**src/rtl/fft16_cfg.svh**
```systemverilog
`ifndef FFT16_CFG_SVH
`define FFT16_CFG_SVH

// width of the input samples, real and imaginary parts
`define FFT16_SAMPLE_W 16
// width after quarter scaling or twiddle rotation
`define FFT16_SCALED_W 15
// width of the butterfly outputs
`define FFT16_OUT_W 16

// twiddle parts are signed Q1.9, sign plus one integer bit, so 512 is exactly 1.0
`define FFT16_TW_W 11
`define FFT16_TW_FRAC 9

// quarter scaling applied to every group
`define FFT16_SCALE_SH 2

// samples per input group and per output group
`define FFT16_GRP_N 8
`define FFT16_HALF_N 4

// one address per even twiddle W0 .. W14
`define FFT16_TW_ADDR_W 3

`endif

```
**src/rtl/fft16_pkg.sv**
```systemverilog
`include "fft16_cfg.svh"

package fft16_pkg;

    // complex input sample, also used for the output groups
    typedef struct packed {
        logic signed [`FFT16_SAMPLE_W-1:0] re;
        logic signed [`FFT16_SAMPLE_W-1:0] im;
    } sample_t;

    // complex value after scaling or rotation
    typedef struct packed {
        logic signed [`FFT16_SCALED_W-1:0] re;
        logic signed [`FFT16_SCALED_W-1:0] im;
    } scaled_t;

    // complex twiddle factor
    typedef struct packed {
        logic signed [`FFT16_TW_W-1:0] re;
        logic signed [`FFT16_TW_W-1:0] im;
    } tw_t;

    typedef sample_t [`FFT16_GRP_N-1:0] grp_in_t;
    typedef scaled_t [`FFT16_GRP_N-1:0] grp_scaled_t;
    typedef sample_t [`FFT16_HALF_N-1:0] grp_out_t;

    // entry n holds W(2n)
    typedef tw_t [`FFT16_GRP_N-1:0] tw_bank_t;

endpackage

```
**src/rtl/twiddle_regs.sv**
```systemverilog
`timescale 1ns/10ps
`include "fft16_cfg.svh"

module twiddle_regs import fft16_pkg::*; (
    input  logic                        clk,
    input  logic                        rst_n_i,
    input  logic                        tw_we_i,
    input  logic [`FFT16_TW_ADDR_W-1:0] tw_addr_i,
    input  tw_t                         tw_data_i,
    output tw_bank_t                    tw_bank_o
);

    // 1.0 + 0j, so an unconfigured stage passes samples through unrotated
    localparam tw_t TW_UNIT = '{
        re: `FFT16_TW_W'(1 << `FFT16_TW_FRAC),
        im: '0
    };

    // the bank is read straight from the flops, so a write is seen one edge later
    always_ff @(posedge clk) begin
        if (!rst_n_i) begin
            for (int n = 0; n < `FFT16_GRP_N; n++) begin
                tw_bank_o[n] <= TW_UNIT;
            end
        end else if (tw_we_i) begin
            tw_bank_o[tw_addr_i] <= tw_data_i;
        end
    end

endmodule

```
**config.mk**
```make
export PLATFORM = sky130hd
export DESIGN_NAME = twiddle_regs
export DESIGN_NICKNAME = d
export VERILOG_FILES = /design/src/rtl/fft16_pkg.sv /design/src/rtl/twiddle_regs.sv
export VERILOG_INCLUDE_DIRS = /design/src /design/src/rtl
export SDC_FILE = /design/constraint.sdc
export NUM_CORES = 1
export LEC_CHECK = 0
export BUFFER_PORTS_ARGS = -buffer_cell sky130_fd_sc_hd__buf_2
export CAP_MARGIN = 25
export CELL_PAD_IN_SITES_DETAIL_PLACEMENT = 1
export CELL_PAD_IN_SITES_GLOBAL_PLACEMENT = 2
export CORE_MARGIN = 2
export CORE_UTILIZATION = 31
export DETAILED_ROUTE_END_ITERATION = 16
export MAX_ROUTING_LAYER = met4
export PLACE_DENSITY = 0.82
export SKIP_LAST_GASP = 1
export SLEW_MARGIN = 20
export SYNTH_ARGS = -nofsm -noshare
export SYNTH_HDL_FRONTEND = slang
export SYNTH_SLANG_ARGS = --single-unit
```
**constraint.sdc**
```tcl
create_clock -name clk -period 1.8 [get_ports clk]
set_clock_uncertainty 0.1 [all_clocks]
set_input_delay 0.36 -clock clk [delete_from_list [all_inputs] [get_ports clk]]
set_output_delay 0.36 -clock clk [all_outputs]
set_load 0.05 [all_outputs]
```
==> results_tabular.tex <==
\begin{tabular}{lr}
\hline
Metric & Value \\
\hline
\multicolumn{2}{l}{\textbf{Placed design}} \\
\quad Worst setup slack after placement & 169 ps \\
\quad Port-buffer cells & 203 \\
\quad Final GP Congestion & 0.766 \\
\quad Detail Placement HPWL & 13.8 mm \\
\multicolumn{2}{l}{\textbf{Cells and area}} \\
\quad Most flop-heavy register & tw\_bank\_o \\
\quad Fraction of layout cells with a size suffix above 1 & 0.319 \\
\quad Area of the multi-input gates & 0.00266 mm2 \\
\quad Filler Cells Inserted & 2,329 \\
\quad Flip-flop count of the largest register, all copies and words added & 176 \\
\quad Post-layout net count & 829 \\
\quad Total inserted antenna cells & 0 \\
\quad Registers with the highest flip-flop counts & tw\_bank\_o (176) \\
\quad Area Overhead vs Synth & 30.8\% \\
\quad Register cell area after layout & 0.00352 mm2 \\
\multicolumn{2}{l}{\textbf{Logic synthesis}} \\
\quad Syn. warnings & 0 \\
\quad Average cell area after synthesis & 10.5 um2 \\
\quad Synth cell types & 15 \\
\quad Post-synthesis cell count & 605 \\
\quad Net Count, Synth & 633 \\
\quad Area share of the largest cell type after synthesis & 0.552 \\
\quad Largest cells by area after synthesis & sky130\_fd\_sc\_hd\_\_dfxtp\_1 55\%, sky130\_fd\_sc\_hd\_\_mux2i\_1 28\%, sky130\_fd\_sc\_hd\_\_nand2\_1 11\% \\
\quad Sequential-to-total area share from yosys stat & 0.552 \\
\quad Total of flip-flops plus latches after synthesis & 176 \\
\quad Syn Std Cell Area & 0.00638 mm2 \\
\quad Cell accounting for the most synthesized area & sky130\_fd\_sc\_hd\_\_dfxtp\_1 \\
\multicolumn{2}{l}{\textbf{Floorplanning}} \\
\quad Number of placed I/O pins & 204 \\
\quad Standard-cell row count & 52 \\
\quad Starting density of the core & 0.315 \\
\quad Total die area & 0.0217 mm2 \\
\quad Core Box Area & 0.0202 mm2 \\
\quad Die Span Y & 147 um \\
\quad Die outline width & 147 um \\
\multicolumn{2}{l}{\textbf{Drt}} \\
\quad Post-detailed-route via-to-cell ratio & 4.54 \\
\quad Total DRC errors in the routed layout & 0 \\
\quad Average detailed-routed wire length per instance & 17.8 um \\
\quad Post-route antenna net violation count & 0 \\
\quad Number of search-and-repair iterations in the first detailed-routing pass & 4 \\
\quad Iteration-0 DRC count of the detailed router & 131 \\
\quad Vias after detailed routing & 4,916 \\
\quad Total wire length & 19.3 mm \\
\multicolumn{2}{l}{\textbf{STA}} \\
\quad Final period util & 0.845 \\
\quad Final number of max-transition violations & 0 \\
\quad Setup slack of the critical path after layout & 280 ps \\
\quad Maximum operating frequency & 658 MHz \\
\quad Min Clock Period, post-route & 1520 ps \\
\quad Normalized max-slew margin & 0.697 \\
\quad Total of endpoints with negative setup slack in the final report & 0 \\
\quad Slew at the pin closest to its max-slew limit & 455 ps \\
\quad Final total negative setup slack & 0 ps \\
\quad Final Hold Viols & 0 \\
\quad Setup repair after global routing missed its margin & false \\
\multicolumn{2}{l}{\textbf{Global route}} \\
\quad Total track usage & 0.185 \\
\quad First-pass GRT wire length & 30.0 mm \\
\quad Met2 capacity usage during global routing & 0.303 \\
\quad Met1 demand-to-capacity share in global routing & 0.227 \\
\quad Busiest layer in global routing & met2 \\
\quad Via count of the first global-routing pass & 5,209 \\
\quad Number of antenna violations at the first check in global routing & 0 \\
\quad Overflow left after global routing & 0 \\
\quad Global routing usage on met3 & 0.0509 \\
\quad Largest net degree at the start of global routing & 31 \\
\multicolumn{2}{l}{\textbf{Min path}} \\
\quad Hold path startpoint & tw\_data\_i[20] \\
\quad Hold-critical path endpoint & tw\_bank\_o[64]\$\_SDFFE\_PN1P\_ \\
\quad Type of the tightest min-delay check & input pin to flip-flop \\
\quad Depth of the worst hold-timing path & 3 \\
\multicolumn{2}{l}{\textbf{Worst setup path}} \\
\quad Cell with the largest stage delay on the worst path & sky130\_fd\_sc\_hd\_\_dfxtp\_1 \\
\quad Critical Path Source Type & flip-flop \\
\quad WP data required & 1340 ps \\
\quad Category of the most critical setup path & flip-flop to output pin \\
\quad Number of buffers and inverters on the critical path & 1 \\
\quad FF-to-FF End & tw\_bank\_o[123]\$\_SDFFE\_PN0P\_ \\
\quad Start point of the critical path & tw\_bank\_o[123]\$\_SDFFE\_PN0P\_ \\
\quad CP Data Arrival Time & 1060 ps \\
\quad Crit path largest cell delay & 360 ps \\
\quad Top Family by Delay on Critical Path & flip-flops \\
\quad Worst-path cell chain & buf\_2 \\
\quad Endpoint kind of the worst setup timing path & output pin \\
\quad Minimum setup slack among reg-to-reg paths & 1040 ps \\
\quad Worst reg2reg path depth & 2 \\
\quad Largest fanout on the critical path & 2 \\
\quad Reg-to-reg critical path startpoint & tw\_bank\_o[123]\$\_SDFFE\_PN0P\_ \\
\multicolumn{2}{l}{\textbf{Power}} \\
\quad Power share of the sequential group & 0.476 \\
\quad Static Leak & 4.51 nW \\
\quad Combinational cell fraction of total power & 0.097 \\
\quad Power Internal & 6.15 mW \\
\quad Power per Cell Area & 1010 mW/mm2 \\
\quad Share of total power in the clock network & 0.426 \\
\quad Fraction of power spent switching nets & 0.271 \\
\quad Net switching component of the power & 2.29 mW \\
\quad Worst-case vdd ir drop & 0.578 mV \\
\multicolumn{2}{l}{\textbf{Job}} \\
\quad Number of max-capacitance violations reported & 0 \\
\multicolumn{2}{l}{\textbf{Clocking}} \\
\quad TritonCTS clock tree & done \\
\quad Resize count post-CTS & 0 \\
\quad Source-to-sink clock delay at the later pin of the worst-skew pair & 420 ps \\
\quad H-tree levels & 4 \\
\quad Number of post-CTS setup repair buffers & 0 \\
\quad CTS max path bufs & 2 \\
\quad Clock sink count & 176 \\
\quad Number of buffers created by CTS & 17 \\
\quad \# hold bufs at CTS & 0 \\
\quad Clock-pin slew of the registers on the worst-case setup and hold paths & 70 ps \\
\quad Clk root buf & sky130\_fd\_sc\_hd\_\_clkbuf\_16 \\
\multicolumn{2}{l}{\textbf{Status}} \\
\quad Result of the run & finished, final reports clean \\
\hline
\end{tabular}
-- Yosys cell counts (all sizes together) --
master / count
nand4bb: 2
nand4b: 3
nand4: 1
clkbuf: 19
nor2b: 9
dfxtp: 176
nand2: 189
nor4b: 1
mux2i: 176
or4b: 1
nor4bb: 1
buf: 27
-- through the flow --
stage	utilization	std cells	total power [mW]	cell area (um2)	hold WS, ps
after floorplan	-	605	4.68	6380	538
final	0.412	1084	8.45	8350	162
after detailed placement	0.384	1052	4.95	7780	345
after global placement	0.384	1052	4.94	7780	339
after global routing	0.412	1084	8.76	8350	174
after CTS	0.412	1084	8.55	8350	149
-- layer usage --
layer,routed length (um),vias to the layer above,part of all wire
li1,-,2392,-
met1,8880,2363,0.46
met2,8990,148,0.47
met3,1280,13,0.066
met4,162,0,0.0084
met5,0,-,0
-- worst max path at each step --
stage               slack, ps                         end  cells past startpoint
floorplan                 280  tw_bank_o[20]$_SDFFE_PN1P_                      4
global route              230              tw_bank_o[123]                      1
finish                    280              tw_bank_o[123]                      1
detailed placement        170  tw_bank_o[20]$_SDFFE_PN1P_                      3
CTS                       240              tw_bank_o[123]                      1
global placement          180  tw_bank_o[12]$_SDFFE_PN0P_                      3
-- cells in the final DEF, fill, tap and decap left out --
master	Yosys	layout
sky130_fd_sc_hd__buf_12	0	7
sky130_fd_sc_hd__buf_2	21	202
sky130_fd_sc_hd__buf_4	3	13
sky130_fd_sc_hd__buf_6	2	1
sky130_fd_sc_hd__bufinv_16	0	1
sky130_fd_sc_hd__clkbuf_16	0	17
sky130_fd_sc_hd__clkbuf_8	0	1
sky130_fd_sc_hd__clkinv_2	0	2
sky130_fd_sc_hd__clkinv_4	0	2
sky130_fd_sc_hd__clkinvlp_4	0	5
sky130_fd_sc_hd__dfxtp_1	176	176
sky130_fd_sc_hd__inv_6	0	4
sky130_fd_sc_hd__mux2i_1	176	176
sky130_fd_sc_hd__nand2_1	189	189
sky130_fd_sc_hd__nand4_1	1	1
sky130_fd_sc_hd__nand4b_1	3	3
sky130_fd_sc_hd__nand4bb_2	0	2
sky130_fd_sc_hd__nor2b_1	9	9
sky130_fd_sc_hd__nor4b_4	1	1
sky130_fd_sc_hd__nor4bb_4	0	1
sky130_fd_sc_hd__or4b_4	1	1
-- cell type report --
cell class / instances / area share
flip-flops and latches: 176 / 0.422
multi-input cells: 383 / 0.318
repair buffers: 223 / 0.151
clock buffers: 18 / 0.0526
well taps: 270 / 0.0405
clock inverters: 14 / 0.0156
-- power by group through the flow --
stage	Clock, mW	Sequential, mW	Combinational [mW]
4_1_cts	3.69	4.02	0.838
6_report	3.60	4.02	0.823
2_1_floorplan	0	4.41	0.272
5_1_grt	3.85	4.03	0.873
3_3_place_gp	0	4.11	0.830
3_5_place_dp	0	4.11	0.835
-- cell families after synthesis --
group         count (synthesis)  synth area share
buf+inv                      46            0.0353
flops                       176             0.552
mux                         176             0.276
simple gates                207             0.136
Note: power is estimated with default switching activity, not from simulation.
