--- src/rtl/fft16_cfg.svh ---
`ifndef FFT16_CFG_SVH
`define FFT16_CFG_SVH

// width of the input samples, real and imaginary parts
`define FFT16_SAMPLE_W 16
// width after quarter scaling or twiddle rotation
`define FFT16_SCALED_W 15
// width of the butterfly outputs
`define FFT16_OUT_W 16

// twiddle parts are signed Q1.9, sign plus one integer bit, so 512 is exactly 1.0
`define FFT16_TW_W 11
`define FFT16_TW_FRAC 9

// quarter scaling applied to every group
`define FFT16_SCALE_SH 2

// samples per input group and per output group
`define FFT16_GRP_N 8
`define FFT16_HALF_N 4

// one address per even twiddle W0 .. W14
`define FFT16_TW_ADDR_W 3

`endif

--- src/rtl/fft16_pkg.sv ---
`include "fft16_cfg.svh"

package fft16_pkg;

    // complex input sample, also used for the output groups
    typedef struct packed {
        logic signed [`FFT16_SAMPLE_W-1:0] re;
        logic signed [`FFT16_SAMPLE_W-1:0] im;
    } sample_t;

    // complex value after scaling or rotation
    typedef struct packed {
        logic signed [`FFT16_SCALED_W-1:0] re;
        logic signed [`FFT16_SCALED_W-1:0] im;
    } scaled_t;

    // complex twiddle factor
    typedef struct packed {
        logic signed [`FFT16_TW_W-1:0] re;
        logic signed [`FFT16_TW_W-1:0] im;
    } tw_t;

    typedef sample_t [`FFT16_GRP_N-1:0] grp_in_t;
    typedef scaled_t [`FFT16_GRP_N-1:0] grp_scaled_t;
    typedef sample_t [`FFT16_HALF_N-1:0] grp_out_t;

    // entry n holds W(2n)
    typedef tw_t [`FFT16_GRP_N-1:0] tw_bank_t;

endpackage

--- src/rtl/scaled_if.sv ---
`timescale 1ns/10ps

// carries the four scaled or rotated groups between the two pipeline stages
interface scaled_if import fft16_pkg::*; ();

    grp_scaled_t grp_a;
    grp_scaled_t grp_b;
    grp_scaled_t grp_c;
    grp_scaled_t grp_d;

    modport src (
        output grp_a,
        output grp_b,
        output grp_c,
        output grp_d
    );

    modport dst (
        input grp_a,
        input grp_b,
        input grp_c,
        input grp_d
    );

endinterface

--- src/rtl/butterfly_stage.sv ---
`timescale 1ns/10ps
`include "fft16_cfg.svh"

module butterfly_stage import fft16_pkg::*; (
    input  logic clk,
    input  logic rst_n_i,
    scaled_if.dst scl,
    output grp_out_t out_a_o,
    output grp_out_t out_b_o,
    output grp_out_t out_c_o,
    output grp_out_t out_d_o,
    output grp_out_t out_e_o,
    output grp_out_t out_f_o,
    output grp_out_t out_g_o,
    output grp_out_t out_h_o
);

    localparam int EXT_W = `FFT16_OUT_W - `FFT16_SCALED_W;

    // one guard bit makes the sum and the difference of two scaled values exact
    function automatic logic [`FFT16_OUT_W-1:0] sext(logic [`FFT16_SCALED_W-1:0] v);
        return {{EXT_W{v[`FFT16_SCALED_W-1]}}, v};
    endfunction

    // sums when diff is low, differences of x[k] and x[k+4] when it is high
    function automatic grp_out_t bfly(grp_scaled_t g, logic diff);
        grp_out_t r;
        scaled_t  lo;
        scaled_t  hi;
        for (int k = 0; k < `FFT16_HALF_N; k++) begin
            lo = g[k];
            hi = g[k + `FFT16_HALF_N];
            if (diff) begin
                r[k].re = sext(lo.re) - sext(hi.re);
                r[k].im = sext(lo.im) - sext(hi.im);
            end else begin
                r[k].re = sext(lo.re) + sext(hi.re);
                r[k].im = sext(lo.im) + sext(hi.im);
            end
        end
        return r;
    endfunction

    always_ff @(posedge clk) begin
        if (!rst_n_i) begin
            out_a_o <= '0;
            out_b_o <= '0;
            out_c_o <= '0;
            out_d_o <= '0;
            out_e_o <= '0;
            out_f_o <= '0;
            out_g_o <= '0;
            out_h_o <= '0;
        end else begin
            // each group feeds a pair of outputs, sum first and difference second
            out_a_o <= bfly(scl.grp_a, 1'b0);
            out_b_o <= bfly(scl.grp_a, 1'b1);
            out_c_o <= bfly(scl.grp_b, 1'b0);
            out_d_o <= bfly(scl.grp_b, 1'b1);
            out_e_o <= bfly(scl.grp_c, 1'b0);
            out_f_o <= bfly(scl.grp_c, 1'b1);
            out_g_o <= bfly(scl.grp_d, 1'b0);
            out_h_o <= bfly(scl.grp_d, 1'b1);
        end
    end

endmodule

--- src/flat_wrapper.sv ---
// flat-port wrapper written by rule: the top's interface ports become plain ports
module butterfly_stage_flat import fft16_pkg::*;
  (clk, rst_n_i, out_a_o, out_b_o, out_c_o, out_d_o, out_e_o, out_f_o, out_g_o, out_h_o, scl_grp_a, scl_grp_b, scl_grp_c, scl_grp_d);
  scaled_if scl_i ();
  input  logic clk;
  input  logic rst_n_i;
  output grp_out_t out_a_o;
  output grp_out_t out_b_o;
  output grp_out_t out_c_o;
  output grp_out_t out_d_o;
  output grp_out_t out_e_o;
  output grp_out_t out_f_o;
  output grp_out_t out_g_o;
  output grp_out_t out_h_o;
  input wire logic [$bits(scl_i.grp_a)-1:0] scl_grp_a;
  input wire logic [$bits(scl_i.grp_b)-1:0] scl_grp_b;
  input wire logic [$bits(scl_i.grp_c)-1:0] scl_grp_c;
  input wire logic [$bits(scl_i.grp_d)-1:0] scl_grp_d;
  assign scl_i.grp_a = scl_grp_a;
  assign scl_i.grp_b = scl_grp_b;
  assign scl_i.grp_c = scl_grp_c;
  assign scl_i.grp_d = scl_grp_d;
  butterfly_stage u_core (.clk(clk), .rst_n_i(rst_n_i), .scl(scl_i), .out_a_o(out_a_o), .out_b_o(out_b_o), .out_c_o(out_c_o), .out_d_o(out_d_o), .out_e_o(out_e_o), .out_f_o(out_f_o), .out_g_o(out_g_o), .out_h_o(out_h_o));
endmodule
--- config.mk ---
export PLATFORM = sky130hd
export DESIGN_NAME = butterfly_stage_flat
export DESIGN_NICKNAME = d
export VERILOG_FILES = /design/src/rtl/fft16_pkg.sv /design/src/rtl/scaled_if.sv /design/src/rtl/butterfly_stage.sv /design/src/flat_wrapper.sv
export VERILOG_INCLUDE_DIRS = /design/src /design/src/rtl
export SDC_FILE = /design/constraint.sdc
export NUM_CORES = 2
export LEC_CHECK = 0
export BUFFER_PORTS_ARGS = -buffer_cell sky130_fd_sc_hd__buf_4
export CAP_MARGIN = 20
export CORE_AREA = 3 3 774 776
export DETAILED_ROUTE_END_ITERATION = 16
export DIE_AREA = 0 0 777 779
export HOLD_SLACK_MARGIN = 0.06
export PLACE_DENSITY = 0.39
export SLEW_MARGIN = 20
export SYNTH_ARGS = -nofsm -noshare
export SYNTH_HDL_FRONTEND = slang
export SYNTH_SLANG_ARGS = --single-unit
--- constraint.sdc ---
create_clock -name clk -period 3.2 [get_ports clk]
set_input_delay 0.16 -clock clk [delete_from_list [all_inputs] [get_ports clk]]
set_output_delay 0.16 -clock clk [all_outputs]
set_load 0.1 [all_outputs]
==> results.json <==
{
  "crit_chain": "dlygate4sd3_1, buf_4, ha_1, or4_1, or4_1, a211oi_1, a211oi_1, dlygate4sd3_1, xnor2_1, nor2_1",
  "syn-num-nets": 10700,
  "wl_um": 588000,
  "cts_tree": "yes",
  "crit_type": "in2reg",
  "initial_core_util_pct": 11.8,
  "firstDrtPassIters": 8,
  "p_sw_mw": 32.1,
  "setup_slack_ns": -0.0941,
  "yosys.area_share.simple_pct": 17.7,
  "cp.depth": 10,
  "drc": 0,
  "setup_viol": 10,
  "relSlewSlack_pct": 35.6,
  "synth_top_area_share_pct": 28.4,
  "synth_cells": 8696,
  "synth_top_family_by_area": "compound AO/OA/AOI/OAI gates",
  "final_area_mm2": 0.122,
  "mostFrequentLayoutCells": "dlygate4sd3_1 (2140), buf_4 (2136), nor2_1 (1051)",
  "drv_cap": 0,
  "antenna_found_initial": 496,
  "syn2layout_area_growth_pct": 74.9,
  "yosysTopAreaCell": "dfxtp_1",
  "setup.worst_path.end_class": "flip-flop",
  "synth_fa_ha_area_share_pct": 19.0,
  "grt_pass1_wl_um": 761000,
  "hold_path_class": "in2reg",
  "synth_seq_area_share_pct": 28.4,
  "clockBufferDepth": 4,
  "wl_per_cell_um": 28.1,
  "p_clk_share_pct": 27.1,
  "start_kind": "input pin",
  "stdcell_count": 20900,
  "drt_iter0_drc": 7062,
  "fin_nets": 14700,
  "yosysUniqueCellTypes": 88,
  "ctsHtreeMaxLevel": 4,
  "final_common_cell": "dlygate4sd3_1",
  "synth_flop_cell": "dfxtp_1",
  "timing.fmax_ghz": 0.304,
  "finalHoldViolCount": 0,
  "finalCritPeriodShare_pct": 103,
  "critPathMaxFanout": 9,
  "required_ns": 3.95,
  "grt_pass1_vias": 82400,
  "postRouteAntennaNets": 0,
  "crit_arrival_ns": 4.04,
  "synth-xor-area-share_pct": 6.27,
  "portBuffers": 1985,
  "synth-seq-cells": 992,
  "violations": "negative setup slack",
  "syn-cell-area_mm2": 0.0699,
  "slew_violations": 0,
  "pwr_density_cell_mw_per_mm2": 541,
  "clk_pin_slew_worst_paths_ns": 0.06,
  "die_w_um": 777,
  "place_congestion": 1.02,
  "drive_gt1_share_pct": 20.0,
  "dp.cells": 18200,
  "period_needed_ns": 3.29,
  "root_buffer": "clkbuf_16",
  "cts_buffers": 150,
  "pwr-share-comb_pct": 49.9,
  "tightest_slew_ns": 0.956,
  "vias_per_cell": 4.01,
  "p_leak_nw": 55.3,
  "core.rowCount": 283,
  "met1Wirelength_um": 250000,
  "synth-edff-count": 0,
  "cpPeakStageDelay_ns": 0.63,
  "ir_worst_vdd_mv": 0.521,
  "wl_met3_um": 69300,
  "dr.max_layer_used": "met5",
  "die-area_mm2": 0.605,
  "place_area_mm2": 0.0943,
  "grt_max_degree": 87,
  "power_mw": 66.2,
  "die_height_um": 779,
  "path_buf_inv": 3,
  "wl_met2_um": 244000,
  "slowest_stage": "or4_1",
  "grt_usage_pct": 18.5,
  "yosys_warnings": 0,
  "gr-total-overflow": 0,
  "pwr-share-seq_pct": 23.0,
  "clock_sink_count": 992,
  "pin_count": 1986,
  "synth_mux_area_share_pct": 1.72,
  "core_area_mm2": 0.593,
  "worstHoldPathCells": 5,
  "hpwl_um": 511000,
  "worst_path_dominant_cell_family": "buffers and inverters",
  "vias": 84100,
  "rsz0062_at_grt": "true",
  "synth-compound-area-share_pct": 19.6,
  "p_sw_share_pct": 48.4,
  "async_flop_share_pct": 0,
  "synthTopCellsByArea": "dfxtp_1 (28%), ha_1 (17%), nor2_1 (5.7%)",
  "syn_area_per_cell_um2": 8.04,
  "outcome": "finished, violations left",
  "holdWs_ns": 0.170,
  "dp_slack_ns": 0.153,
  "internal_power_mw": 34.1
}
## synth_stat cells, types with 57 or more instances
master	n
nand2_1	370
and2_1	61
o21bai_1	112
dfxtp_1	992
o21ai_0	311
a211oi_1	67
nor4_1	57
ha_1	960
xor2_1	105
nand3_1	117
a31oi_1	76
o31ai_1	90
or3_1	86
o21ai_1	107
nor3_1	252
nand2b_1	176
xnor2_1	396
nor2_1	1053
inv_1	871
clkbuf_1	351
mux2i_1	120
a21o_1	130
a21oi_1	741
o21a_1	81
nor2b_1	182
fa_1	64
## power groups by stage
| stage | sequential, mW | clock [mW] | combinational, mW |
|---|---|---|---|
| 3_3_place_gp | 15.5 | 0 | 28.7 |
| 5_1_grt | 15.3 | 19.1 | 34.4 |
| 2_1_floorplan | 26.3 | 0 | 7.78 |
| 4_1_cts | 15.2 | 18.8 | 32.8 |
| 6_report | 15.2 | 17.9 | 33.0 |
| 3_5_place_dp | 15.5 | 0 | 28.6 |
## flip-flops by register name, summed over array words and instances (netlist names)
name            cells
u_core.out_a_o    120
u_core.out_e_o    123
u_core.out_b_o    128
u_core.out_d_o    128
u_core.out_g_o    120
u_core.out_c_o    120
u_core.out_f_o    125
u_core.out_h_o    128
## final timing paths
| check | slack [ns] | to | startpoint |
|---|---|---|---|
| worst min-delay path | 0.17 | u_core.out_f_o[21]$_SDFF_PN0_ | scl_grp_c[19] |
| worst max-delay path | -0.09 | u_core.out_g_o[61]$_SDFF_PN0_ | scl_grp_d[52] |
## worst min-delay path: stages
cell and delay [ns]:
buf_4 0.09, ha_1 0.26, nor2_1 0.08, a21oi_2 0.26, nor3_1 0.11
## per-stage QoR
| step | utilization (%) | TNS [ns] |
|---|---|---|
| 3_5_place_dp | 15.9 | 0 |
| 2_1_floorplan | - | 0 |
| 4_1_cts | 20.4 | 0 |
| 3_3_place_gp | 15.9 | 0 |
| 5_1_grt | 20.6 | -0.149 |
| 6_report | 20.6 | -0.343 |
## kinds of logic after synthesis
family                   Yosys count
multiplexers                     120
adder cells (fa/ha/maj)         1024
AND/OR/NAND/NOR                 2591
XOR/XNOR                         501
AO/OA/AOI/OAI                   2154
flip-flops                       992
buffers and inverters           1314
## final cells by class
class                      instances  area [um^2]
tap                             7837         9810
sequential                       992        19900
fill                           66600       471000
timing repair buffer            4318        38100
antenna                          256          641
clock buffer                     179         4070
multi-input combinational       6390        45500
inverter                         883         3320
clock inverter                    91         1040
## repair_timing
action / 4_1_cts / 5_1_grt
setup endpoints to repair: 0 / 87
buffers inserted: 0 / 5
endpoints found under the hold margin: 944 / 0
gates resized for setup: 0 / 132
hold buffers: 2175 / 0
## routing by layer
layer  up-vias  global-route usage (%)
met3       995                    8.30
li1      38200                       -
met2      3818                    27.5
met1     40800                    23.5
met4       296                    6.09
met5         -                   0.759
No activity file was read; power rests on OpenSTA's default activity.
